`config.mk`:
```
export PLATFORM = sky130hd
export DESIGN_NAME = stripe_readback
export DESIGN_NICKNAME = d
export VERILOG_FILES = /design/src/source/stripe_pkg.sv /design/src/source/stripe_readback.sv
export VERILOG_INCLUDE_DIRS = /design/src /design/src/include
export SDC_FILE = /design/constraint.sdc
export NUM_CORES = 1
export LEC_CHECK = 0
export ABC_AREA = 1
export BUFFER_PORTS_ARGS = -buffer_cell sky130_fd_sc_hd__buf_2
export CAP_MARGIN = 25
export CORE_MARGIN = 4
export CORE_UTILIZATION = 47
export CTS_BUF_LIST = sky130_fd_sc_hd__clkbuf_16
export CTS_CLUSTER_DIAMETER = 150
export DETAILED_ROUTE_END_ITERATION = 8
export GPL_ROUTABILITY_DRIVEN = 1
export MAX_ROUTING_LAYER = met4
export PLACE_DENSITY = 0.79
export RECOVER_POWER = 50
export REMOVE_ABC_BUFFERS = 1
export SETUP_SLACK_MARGIN = 0.2
export SYNTH_ARGS = -nofsm -noshare
export SYNTH_HDL_FRONTEND = slang
export SYNTH_SLANG_ARGS = --single-unit
```
`constraint.sdc`:
```
create_clock -name clk -period 1.4 [get_ports clk]
set_clock_uncertainty 0.2 [all_clocks]
set_input_delay 0.07 -clock clk [delete_from_list [all_inputs] [get_ports clk]]
set_output_delay 0.07 -clock clk [all_outputs]
set_load 0.01 [all_outputs]
```
`src/include/stripe_cfg.svh`:
```
`ifndef STRIPE_CFG_SVH
`define STRIPE_CFG_SVH

// number of banks the upstream space is striped over, must be a power of two
`define STRIPE_NUM_S 4

// upstream byte address width
`define STRIPE_ADDR_W 12

// data width of every channel, the strobe carries one bit per byte
`define STRIPE_DATA_W 32

// transaction id width
`define STRIPE_ID_W 4

// words held by one bank
// the upstream word space is split evenly, so drop the byte and bank select bits
`define STRIPE_BANK_WORDS \
  (1 << (`STRIPE_ADDR_W - $clog2(`STRIPE_DATA_W / 8) - $clog2(`STRIPE_NUM_S)))

`endif

```
`src/source/stripe_pkg.sv`:
```
`include "stripe_cfg.svh"

package stripe_pkg;

  // selects one bank, taken from the low word address bits
  typedef logic [$clog2(`STRIPE_NUM_S)-1:0] bank_idx_t;

  // address as seen inside one bank
  // the bank select bits are gone, so it is narrower than the upstream address
  typedef logic [`STRIPE_ADDR_W-$clog2(`STRIPE_NUM_S)-1:0] bank_addr_t;

  // write state of a bank memory
  typedef enum logic [1:0] {
    IDLE,
    DATA,
    RESP
  } bank_state_e;

endpackage

```
`src/source/stripe_readback.sv`:
```
`timescale 1ns/1ps
`include "stripe_cfg.svh"

// single word readback across the striped space
module stripe_readback import stripe_pkg::*; (
  input  logic                                          clk,
  input  logic [`STRIPE_ADDR_W-1:0]                     rd_addr,
  output bank_addr_t                                    bank_word,
  input  logic [`STRIPE_NUM_S-1:0][`STRIPE_DATA_W-1:0]  bank_data,
  output logic [`STRIPE_DATA_W-1:0]                     rd_data
);
  localparam int S_W = $clog2(`STRIPE_NUM_S);
  localparam int B_W = $clog2(`STRIPE_DATA_W / 8);

  bank_idx_t bank_sel;
  bank_idx_t bank_sel_q;
  logic [`STRIPE_NUM_S-1:0][`STRIPE_DATA_W-1:0] bank_data_q;

  // low word address bits pick the bank, the rest is the word inside it
  assign bank_sel  = rd_addr[B_W +: S_W];
  assign bank_word = bank_addr_t'(rd_addr[`STRIPE_ADDR_W-1:B_W+S_W]);

  // every bank reads the same word, the registered index picks one of them
  always_ff @(posedge clk) begin
    bank_sel_q  <= bank_sel;
    bank_data_q <= bank_data;
  end

  assign rd_data = bank_data_q[bank_sel_q];

endmodule

```
Yosys cells after proc, flatten, opt, wreduce, memory -nomap -nowiden:

Cells that the tools add are included.

* flip-flop bits (word level): 130
* input port bits: 141
* logic and storage cells: 8
* output and inout port bits: 42

* $lt $le $gt $ge: 1
* muxes and demuxes: 2

Operator list (number)
* 32-bit binary-select mux with 2-bit select: 1
* 32-bit 2-to-1 mux: 1
* 2-bit by 3-bit less-than comparator with 1-bit output, second input constant: 1

Depth between registers and ports, before layout:

Gate-level depths: netlist of the first run.

* depth after elaboration: 2
* depth in mapped cells: 5
* depth with buffers taken out: 4

Worst setup path after synthesis of the first run:

No wires, ideal clock.

* path type: reg2out
* from: reg bank_sel_q[1]
* to: out rd_data[10]
* stages on the path, launching flop included: 6
* slack: 0.281 ns
* required time: 1.130 ns
* path buffers: 2
* data arrival time: 0.849 ns
* cells stage by stage: dfxtp_1 -> buf_6 -> inv_1 -> buf_6 -> nand3_1 -> nand2_1

* longest elaborated chain between the ends: 2

Ends and longest elaborated chain
* from (decl): line stripe_readback.sv:16 `bank_idx_t bank_sel_q;`
* from (signal assigned): line stripe_readback.sv:25 `bank_sel_q <= bank_sel;`
* 32-bit binary-select mux with 2-bit select: line stripe_readback.sv:29 `assign rd_data = bank_data_q[bank_sel_q];`
* 32-bit 2-to-1 mux (implied by the code): line stripe_readback.sv:29
* to (decl): line stripe_readback.sv:10 `` output logic [`STRIPE_DATA_W-1:0] rd_data ``

No other way between the ends. The select of a mux whose other input is x is not followed.

Worst setup path in the final report of the first run:

* from: reg bank_sel_q[0]
* to: out rd_data[7]

The elaborated chain is that of the path after synthesis.

==> summary.md, run 1 <==
| Metric | Value |
|---|---|
| H-tree levels | `4` |
| Post-route ant nets | `0` |
| Power Total | `slightly above 0.009 W` |
| Gr usage total | `0.282` |
| CTS clock-pin slew for the worst setup and hold paths | `60 ps` |
| Sw frac | `0.248` |
| Total grt overflow | `0` |
| Clock power frac | `0.453` |
| Fin crit share | `1.21` |
| Routed wl met2 | `7950 µm` |
| Final setup fails | `32` |
| Clock sinks | `130` |
| # rows | `34` |
| Fmax | `0.588 GHz` |
| Routability congestion estimate | `0.827` |
| Pwr per Cell Area | `1300 nW/µm²` |
| Seq pwr share | `0.424` |
| Commonest cells after routing, fill and taps aside | `159 x buf_2, 146 x nand2_1, 138 x dlygate4sd3_1, 129 x inv_1, 129 x dfxtp_1` |
| Num ports | `183` |
| Die area | `10600 µm²` |
| Maximum VDD drop | `0.00121 V` |
| Mapped cell area | `4240 µm²` |
| Dpl cells | `764` |
| Layout cells sized above 1 | `0.268` |
| Port bufs | `162` |
| Area after DPL | `5100 µm²` |
| YS warnings | `0` |
| Final WS setup | `-301 ps` |
| Minimum clock period | `approximately 1700 ps` |
| Routed WL | `around 14000 µm` |
| Clk root buf | `clkbuf_16` |
| Worst path arrival time | `1430 ps` |
| Commonest non-fill, non-tap cell in the layout | `buf_2` |
| WP data required | `about 1100 ps` |
| DRT Pass-1 Iters | `4` |
| Startpoint Class | `flop` |
| Vias | `4236` |
| CTS tree | `built` |
| Die Height | `103 µm` |
| CTS buffer count | `17` |
| DRT iter0 DRCs | `roughly 170` |
| Max Cap Viol | `0` |
| Syn avg cell area | `8.24 µm²` |
| Sequential area share after synthesis | `0.613` |
| Crit Path Category | `flop to output port` |
| Setup TNS | `-8060 ps` |
| Metal3 WL | `roughly 840 µm` |
| Static Leak | `between 3 and 4 nW` |
| Top Metal Used | `met4` |
| Vias per cell | `4.52` |
| Vias in the first global route | `4612` |
| Total setup buffers inserted after CTS | `0` |
| Critical path capture point type | `output port` |
| Crit path max fanout | `18` |
| RSZ-0062 raised after global routing | `yes` |
| Hold_ws | `96.8 ps` |
| Worst hold path type | `input pin to flop` |
| Outcome | `finished, violations left` |
| Ant diodes | `0` |
| Yosys cell types | `9` |
| Comb pwr share | `0.122` |
| Final HPWL from detailed placement | `6460 µm` |
| #FFs+latches synth | `130` |
| CTS max path bufs | `2` |
| Die width | `103 µm` |
| Starting Density | `0.484` |
| Syn-to-layout area delta | `69.8%` |
| Final Non-Filler Cells | `937` |
| Core area | `roughly 8800 µm²` |
| P_int | `about 0.0070 W` |
| Initial antenna violation count | `0` |
| Cell area after layout | `7210 µm²` |
| Hold Violations, Final | `0` |
| DRC viols | `0` |
| Sw power | `0.00232 W` |
| Largest net degree at the start of global routing | `35` |
| Metal-1 WL | `4990 µm` |
| First-pass GRT wire length | `21700 µm` |
| Post-Synthesis Cells | `between 500 and 600` |
| Fin nets | `957` |
| Failing checks | `setup timing` |
| Wire per inst | `~15 µm` |
| Fillers | `453` |
| Max Slew Vio Count | `0` |
## metrics by stage
stage	setup slack, ps	util
5_1_grt	-360	0.822
3_5_place_dp	127	0.582
2_1_floorplan	-1250	-
3_3_place_gp	146	0.582
4_1_cts	-254	0.816
6_report	-301	0.822
## power by group through the flow
stage,logic [W],registers [W],clock network (W)
global placement,0.000694,0.00403,0
detailed placement,0.000716,0.00403,0
CTS,0.00106,0.00395,0.00422
floorplan,0.000316,0.00405,0
global route,0.00124,0.00398,0.00448
finish,0.00114,0.00396,0.00423
## Yosys cell counts
library cell / n / area [µm²]
inv_2: 1 / 3.75
buf_6: 7 / 78.8
nand2_1: 160 / 601
conb_1: 1 / 3.75
nand3_1: 64 / 320
dfxtp_1: 130 / 2600
buf_4: 14 / 105
buf_2: 9 / 45.0
inv_1: 129 / 484
## area by class of cell
cell class              count  area [µm²]  area share
repair buffers            311        2420       0.336
flip-flops and latches    130        2610       0.362
multi-input cells         226         978       0.136
clock buffers              17         425      0.0590
clock inverters            15         146      0.0203
inverters                 130         495      0.0688
well taps                 108         135      0.0188
## worst max-delay path, cell delays in order, from the launching register on
cell	delay, ps
dfxtp_4	430
inv_8	70
buf_12	150
nand2_1	70
nand3_1	80
nand2_1	100
buf_2	130
## metal layers
metal  up-vias  global-route usage
met2       208               0.530
met4         0               0.144
met3        57              0.0737
met5         -                   -
met1      1904               0.256
li1       2067                   -
## final timing paths
kind                           from               to  slack (ps)  cells past startpoint
worst max-delay path  bank_sel_q[0]       rd_data[7]        -300                      6
worst min-delay path  bank_data[58]  bank_data_q[58]         100                      2
## registers in the layout (all words and copies together) (netlist names)
signal,flops
bank_data_q,128
bank_sel_q,2
## cells by family (layout without fill, tap and decap cells)
family,Yosys count,count (layout),synth area share
other cells,1,2,0.000884
buf+inv,160,473,0.169
simple gates,224,224,0.217
flops,130,130,0.613
## timing repair
item | in CTS | in global routing
endpoints found under the hold margin | 138 | 0
gates resized for setup | 16 | 9
cloned | 2 | 1
hold buffers | 138 | 0
pin swaps | 0 | 3
endpoints found under the setup margin | 32 | 32
Note: power is estimated with default switching activity, not from simulation.
==> inputs of run 2 (changes only) <==
--- a/config.mk
+++ b/config.mk
@@ -10,13 +10,13 @@
 export BUFFER_PORTS_ARGS = -buffer_cell sky130_fd_sc_hd__buf_2
 export CAP_MARGIN = 25
 export CORE_MARGIN = 4
-export CORE_UTILIZATION = 47
+export CORE_UTILIZATION = 45
 export CTS_BUF_LIST = sky130_fd_sc_hd__clkbuf_16
 export CTS_CLUSTER_DIAMETER = 150
 export DETAILED_ROUTE_END_ITERATION = 8
 export GPL_ROUTABILITY_DRIVEN = 1
 export MAX_ROUTING_LAYER = met4
-export PLACE_DENSITY = 0.79
+export PLACE_DENSITY = 0.76
 export RECOVER_POWER = 50
 export REMOVE_ABC_BUFFERS = 1
 export SETUP_SLACK_MARGIN = 0.2
==> run 2 against run 1 <==
  * The flow still finishes with violations (setup timing)
  * Critical endpoint is now rd_data[23]
  * Global-route usage is 1.1 points lower
  * Maximum frequency is 1.8% lower
  * Largest cell class unchanged
  * Total power is 2.7% higher
  * Worst hold slack better by 7.6 ps
==> summary.md, run 2 (synthesized netlist as in run 1, its figures left out) <==
| Metric | Value |
|---|---|
| Outcome | `finished, violations left (unchanged)` |
| Failing checks | `setup timing (unchanged)` |
| Vias per cell | `4.61 (was 4.52)` |
| Reg with most FFs | `bank_data_q (unchanged)` |
| Pwr per Cell Area | `1330 nW/µm² (was 1300 nW/µm²)` |
| Hold Violations, Final | `0 (unchanged)` |
| Max reg flops | `128 (unchanged)` |
| Clk root buf | `clkbuf_16 (unchanged)` |
| Power Total | `0.00959 W (was 0.00934 W)` |
| Largest net degree at the start of global routing | `45 (was 35)` |
| Fin crit share | `1.24 (was 1.21)` |
| Fin nets | `958 (was 957)` |
| Max Cap Viol | `0 (unchanged)` |
| Final HPWL from detailed placement | `6650 µm (was 6460 µm)` |
| Vias in the first global route | `4690 (was 4612)` |
| Worst hold path type | `input pin to flop (unchanged)` |
| Dpl cells | `768 (was 764)` |
| CTS tree | `built (unchanged)` |
| H-tree levels | `4 (unchanged)` |
| Static Leak | `3.96 nW (was 3.94 nW)` |
| Vias | `4338 (was 4236)` |
| Commonest non-fill, non-tap cell in the layout | `buf_2 (unchanged)` |
| Total grt overflow | `0 (unchanged)` |
| Final Non-Filler Cells | `942 (was 937)` |
| Num ports | `183 (unchanged)` |
| CTS clock-pin slew for the worst setup and hold paths | `60 ps (about the same)` |
| Maximum VDD drop | `0.000803 V (was 0.00121 V)` |
| Max Slew Vio Count | `0 (unchanged)` |
| CTS buffer count | `17 (unchanged)` |
| WP data required | `1130 ps (about the same)` |
| DRT iter0 DRCs | `182 (was 165)` |
| Final WS setup | `-331 ps (was -301 ps)` |
| Gr usage total | `0.271 (was 0.282)` |
| Layout cells sized above 1 | `0.257 (was 0.268)` |
| Final setup fails | `32 (unchanged)` |
| Die area | `11000 µm² (was 10600 µm²)` |
| Port bufs | `162 (unchanged)` |
| Die Height | `105 µm (was 103 µm)` |
| Fillers | `539 (was 453)` |
| Minimum clock period | `1730 ps (was 1700 ps)` |
| Footprint of the multi-input gates | `953 µm² (was 978 µm²)` |
| Wire per inst | `15.4 µm (was 15.3 µm)` |
| Crit path max fanout | `15 (was 18)` |
| Register Area | `2610 µm² (unchanged)` |
| Core area | `9200 µm² (was 8760 µm²)` |
| Startpoint Class | `flop (unchanged)` |
| Crit Path Category | `flop to output port (unchanged)` |
| DRC viols | `0 (unchanged)` |
| Syn-to-layout area delta | `70.2% (was 69.8%)` |
| # rows | `35 (was 34)` |
| Regs by FF count | `bank_data_q x128, bank_sel_q x2 (unchanged)` |
| Worst path arrival time | `1460 ps (was 1430 ps)` |
| CTS max path bufs | `2 (unchanged)` |
| Die width | `105 µm (was 103 µm)` |
| RSZ-0062 raised after global routing | `yes (unchanged)` |
| First-pass GRT wire length | `22500 µm (was 21700 µm)` |
| Routed WL | `14500 µm (was 14300 µm)` |
| Commonest cells after routing, fill and taps aside | `155 x buf_2, 154 x nand2_1, 138 x dlygate4sd3_1, 130 x inv_1, 129 x dfxtp_1 (was 159 x buf_2, 146 x nand2_1, 138 x dlygate4sd3_1, 129 x inv_1, 129 x dfxtp_1)` |
| Routability congestion estimate | `0.790 (was 0.827)` |
| Post-route ant nets | `0 (unchanged)` |
| DRT Pass-1 Iters | `4 (unchanged)` |
| Critical path capture point type | `output port (unchanged)` |
| Fmax | `0.578 GHz (was 0.588 GHz)` |
| Starting Density | `0.461 (was 0.484)` |
| Clock sinks | `130 (unchanged)` |
| Initial antenna violation count | `1 (was 0)` |
| Total setup buffers inserted after CTS | `0 (unchanged)` |
| Setup TNS | `-9220 ps (was -8060 ps)` |
## run 2: changes by cell type in the layout (fill, tap and decap cells not counted), moves of 3 or more
cell / delta
buf_12: -4
clkinv_4: +3
nand2_1: +8
buf_2: -4
nand2_2: -8
buf_4: +4
## run 2: per-stage QoR
stage	instance area (µm²)	hold slack, ps	setup slack, ps	utilization
global placement	5070	-59.9	159	0.552
CTS	7130	85.9	-302	0.776
finish	7220	104	-331	0.785
detailed placement	5070	-59.9	150	0.552
global route	7220	89.5	-423	0.785
floorplan	4020	-102	-1250	-
## run 2: critical path, cell delays in order, from the launching register on
cell	delay, ps
dfxtp_4	440
inv_8	80
buf_16	160
nand2_1	70
nand3_1	90
nand2_1	100
buf_2	130
## run 2: metal layers
metal | global-route usage | vias to the layer above | share of wire
met1 | 0.262 | 1974 | 0.35
met4 | 0.142 | 0 | 0.043
li1 | - | 2071 | -
met2 | 0.496 | 232 | 0.55
met5 | - | - | 0
met3 | 0.0661 | 61 | 0.061
## run 2: layout make-up
cell class              instances  share of cell area
flip-flops and latches        130               0.361
repair buffers                312               0.335
well taps                     111              0.0192
multi-input cells             226               0.132
clock buffers                  17              0.0589
inverters                     130              0.0686
clock inverters                15              0.0253
diodes                          1            0.000347
## run 2: power by group
part	internal (W)	leakage [nW]	total [W]	switching (W)
Sequential	0.00390	1.10	0.00397	0.0000640
Combinational	0.000629	2.57	0.00114	0.000510
Clock	0.00282	0.292	0.00449	0.00167
## run 2: path summary, 6_finish.rpt
kind                               to  depth (start not counted)  slack, ps           from
worst max-delay path      rd_data[23]                          6       -330  bank_sel_q[0]
worst min-delay path  bank_data_q[32]                          2        100  bank_data[32]
## run 2: what timing repair did
action | CTS | global route
cloned | 2 | 1
hold buffers | 138 | 0
setup endpoints to repair | 32 | 32
gates resized for setup | 7 | 15
pin swaps | 0 | 6
hold endpoints to repair | 138 | 0
==> inputs of run 3 (changes only) <==
--- a/config.mk
+++ b/config.mk
@@ -11,7 +11,6 @@
 export CAP_MARGIN = 25
 export CORE_MARGIN = 4
 export CORE_UTILIZATION = 45
-export CTS_BUF_LIST = sky130_fd_sc_hd__clkbuf_16
 export CTS_CLUSTER_DIAMETER = 150
 export DETAILED_ROUTE_END_ITERATION = 8
 export GPL_ROUTABILITY_DRIVEN = 1
==> run 3 against run 2 <==
  * The run now fails in clock tree synthesis
  * Area after synthesis did not move
  * Synthesized cell count unchanged
==> summary.md, run 3 <==
| Metric | Value |
|---|---|
| Sequential area share after synthesis | `0.613 (unchanged)` |
| CTS resizes | `7 (unchanged)` |
| Clk root buf | `clkbuf_8 (was clkbuf_16)` |
| Starting Density | `0.461 (unchanged)` |
| Clock sinks | `130 (unchanged)` |
| Total setup buffers inserted after CTS | `0 (unchanged)` |
| Most frequent cell after synthesis | `nand2_1 (unchanged)` |
| Syn avg cell area | `8.24 µm² (unchanged)` |
| EDFF count, synth | `0 (unchanged)` |
| Num ports | `183 (unchanged)` |
| YS warnings | `0 (unchanged)` |
| # hold bufs at CTS | `162 (was 138)` |
| Post-synth top area cell | `dfxtp_1 (unchanged)` |
| Yosys cell types | `9 (unchanged)` |
| Synth Area in Adders | `0 (unchanged)` |
| Synth top area cells | `dfxtp_1 61%, nand2_1 14%, inv_1 11%, nand3_1 7.5%, buf_4 2.5% (unchanged)` |
| Port bufs | `162 (unchanged)` |
| Routability congestion estimate | `0.790 (unchanged)` |
| Final HPWL from detailed placement | `6650 µm (unchanged)` |
| Commonest cells in the netlist | `160 x nand2_1, 130 x dfxtp_1, 129 x inv_1, 64 x nand3_1, 14 x buf_4 (unchanged)` |
| Post-Synthesis Cells | `515 (unchanged)` |
| Main combinational cell family by area after synthesis | `simple AND/OR/NAND/NOR gates (unchanged)` |
| CTS max path bufs | `2 (unchanged)` |
| Primary FF master, synth | `dfxtp_1 (unchanged)` |
| Synth Area in Compound Gates | `0 (unchanged)` |
| Ys async rst share | `0 (unchanged)` |
| #FFs+latches synth | `130 (unchanged)` |
| Mux contribution to synthesized area | `0 (unchanged)` |
| Synth top area share | `0.613 (unchanged)` |
| Die Height | `105 µm (unchanged)` |
| # rows | `35 (unchanged)` |
| Mapped cell area | `4240 µm² (unchanged)` |
| Post-Synth Simple-Gate Area | `0.217 (unchanged)` |
| CTS buffer count | `17 (unchanged)` |
| Outcome | `aborted with a tool error (was finished, violations left)` |
| Post-synthesis xor/xnor area fraction | `0 (unchanged)` |
| Failed at | `clock tree synthesis` |
| Stop err | `[ERROR RSZ-0060] Max buffer count reached.` |
| H-tree levels | `4 (unchanged)` |
| Die width | `105 µm (unchanged)` |
run 3: cell counts after synthesis:
Identical to the previous run, type by type.
run 3: logic make-up after synthesis:
| family | count (synthesis) |
|---|---|
| buf+inv | 160 |
| flops | 130 |
| other cells | 1 |
| simple gates | 224 |
run 3: metrics by stage:
step	cells	area (µm²)	worst slack [ps]
3_3_place_gp	768	5070	159
2_1_floorplan	486	4020	-1250
3_5_place_dp	768	5070	150
==> inputs of run 4 (changes only) <==
--- a/config.mk
+++ b/config.mk
@@ -10,15 +10,12 @@
 export BUFFER_PORTS_ARGS = -buffer_cell sky130_fd_sc_hd__buf_2
 export CAP_MARGIN = 25
 export CORE_MARGIN = 4
-export CORE_UTILIZATION = 45
-export CTS_CLUSTER_DIAMETER = 150
+export CORE_UTILIZATION = 30
 export DETAILED_ROUTE_END_ITERATION = 8
 export GPL_ROUTABILITY_DRIVEN = 1
-export MAX_ROUTING_LAYER = met4
-export PLACE_DENSITY = 0.76
+export PLACE_DENSITY_LB_ADDON = 0.15
 export RECOVER_POWER = 50
 export REMOVE_ABC_BUFFERS = 1
-export SETUP_SLACK_MARGIN = 0.2
 export SYNTH_ARGS = -nofsm -noshare
 export SYNTH_HDL_FRONTEND = slang
 export SYNTH_SLANG_ARGS = --single-unit
==> run 4 against run 3 <==
  * The flow now finishes, with violations (setup timing)
==> summary.md, run 4 (synthesized netlist as in run 1, its figures left out) <==
| Metric | Value |
|---|---|
| Power Total | `around 0.0094 W` |
| Routability congestion estimate | `0.733 (was 0.790)` |
| Max reg flops | `128` |
| Startpoint Class | `flop` |
| Final HPWL from detailed placement | `6910 µm (was 6650 µm)` |
| Regs by FF count | `bank_data_q x128, bank_sel_q x2` |
| Ant diodes | `0` |
| RSZ-0062 raised after global routing | `yes` |
| Pwr per Cell Area | `between 1000 and 1500 nW/µm²` |
| Die area | `approximately 16000 µm²` |
| DRT Pass-1 Iters | `4` |
| Static Leak | `3.97 nW` |
| Core area | `13900 µm²` |
| DRT iter0 DRCs | `95` |
| Critical path capture point type | `output port` |
| Crit Path Category | `flop to output port` |
| WP data required | `between 1000 and 1500 ps` |
| Largest net degree at the start of global routing | `32` |
| Commonest cells after routing, fill and taps aside | `160 x buf_2, 156 x nand2_1, 138 x dlygate4sd3_1, 129 x inv_1, 128 x dfxtp_1` |
| Fin nets | `960` |
| CP max stage delay | `between 400 and 500 ps` |
| Grt peak-use layer | `met2` |
| DRC viols | `0` |
| Worst path arrival time | `1430 ps` |
| Worst hold path type | `input pin to flop` |
| Vias per cell | `3.83` |
| Minimum clock period | `approximately 1700 ps` |
| Final setup fails | `32` |
| # rows | `43 (was 35)` |
| Vias in the first global route | `3931` |
| Final Non-Filler Cells | `1012` |
| Max Slew Vio Count | `0` |
| Final WS setup | `-299 ps` |
| First-pass GRT wire length | `18600 µm` |
| Grt met2 use | `0.260` |
| Met3 Use GR | `0.0602` |
| Footprint of the multi-input gates | `between 900 and 1000 µm²` |
| Clock sinks | `130 (unchanged)` |
| Family with the most delay on the worst path | `flip-flops` |
| Crit path max fanout | `31` |
| Starting Density | `0.306 (was 0.461)` |
| Clk root buf | `clkbuf_16 (was clkbuf_8)` |
| Routed WL | `between 10000 and 15000 µm` |
| Failing checks | `setup timing` |
| Layout cells sized above 1 | `0.262` |
| Max Cap Viol | `0` |
| Post-route ant nets | `0` |
| Buf/Inv on CP | `2` |
| Die width | `127 µm (was 105 µm)` |
| Total grt overflow | `0` |
| Global Route met1 Usage | `0.163` |
| Dpl cells | `838 (was 768)` |
| Most used cell, CP | `nand2_1` |
| Fin crit share | `1.21` |
| Fillers | `1231` |
| DP Worst Slack | `64.2 ps (was 150 ps)` |
| Die Height | `127 µm (was 105 µm)` |
| Initial antenna violation count | `0` |
| Hold Violations, Final | `0` |
| CTS tree | `built` |
| CTS buffer count | `17 (unchanged)` |
| Register Area | `2610 µm²` |
| Num ports | `183 (unchanged)` |
| Commonest non-fill, non-tap cell in the layout | `buf_2` |
| Syn-to-layout area delta | `72.0%` |
| CTS clock-pin slew for the worst setup and hold paths | `about 60 ps` |
| Cell Chain, Critical Path | `buf_12 > nand2_1 > nand3_1 > nand2_1 > buf_2` |
| Vias | `approximately 3900` |
| CTS max path bufs | `2 (unchanged)` |
| Outcome | `finished, violations left (was aborted with a tool error)` |
| Fmax | `between 0.5 and 0.6 GHz` |
| Wire per inst | `11.5 µm` |
| Reg with most FFs | `bank_data_q` |
| CP max-delay cell | `dfxtp_4` |
| Maximum VDD drop | `0.000806 V` |
| Port bufs | `162 (unchanged)` |
| Gr usage total | `0.150` |
| H-tree levels | `4 (unchanged)` |
run 4: worst paths after layout:
path | startpoint | endpoint | slack, ps | cells past startpoint
min | bank_data[98] | bank_data_q[98] | 80 | 2
max | bank_sel_q[0] | rd_data[10] | -300 | 5
run 4: repair_timing:
| item | 4_1_cts | 5_1_grt |
|---|---|---|
| hold buffers | 138 | 0 |
| endpoints found under the hold margin | 138 | 0 |
| setup endpoints to repair | 32 | 32 |
| cloned | 2 | 2 |
| pin swaps | 0 | 1 |
| resized for setup | 11 | 6 |
| buffers inserted | 0 | 0 |
run 4: metal layers:
metal / up-vias / wire (µm)
met5: - / 0
met4: 0 / 182
met3: 13 / 720
met2: 115 / 5830
met1: 1674 / 4920
li1: 2075 / -
run 4: layout make-up:
| type | count | share of cell area |
|---|---|---|
| flip-flops and latches | 130 | 0.357 |
| clock inverters | 14 | 0.0211 |
| well taps | 180 | 0.0308 |
| clock buffers | 18 | 0.0602 |
| multi-input cells | 226 | 0.131 |
| repair buffers | 314 | 0.332 |
| inverters | 130 | 0.0679 |
run 4: through the flow:
| stage | instance area (µm²) | hold WS, ps | utilization | TNS (ps) |
|---|---|---|---|---|
| final | 7300 | 79.2 | 0.526 | -8260 |
| after global routing | 7300 | 62.2 | 0.526 | -11770 |
| after CTS | 7230 | 49.9 | 0.521 | -10010 |
| after detailed placement | 5170 | -59.9 | 0.372 | 0 |
| after global placement | 5170 | -59.9 | 0.372 | 0 |
| after floorplan | 4020 | -102 | - | -39550 |
run 4: where the power goes:
| group | internal [W] | switching [W] |
|---|---|---|
| clock network | 0.00268 | 0.00163 |
| logic | 0.000624 | 0.000460 |
| registers | 0.00390 | 0.0000500 |
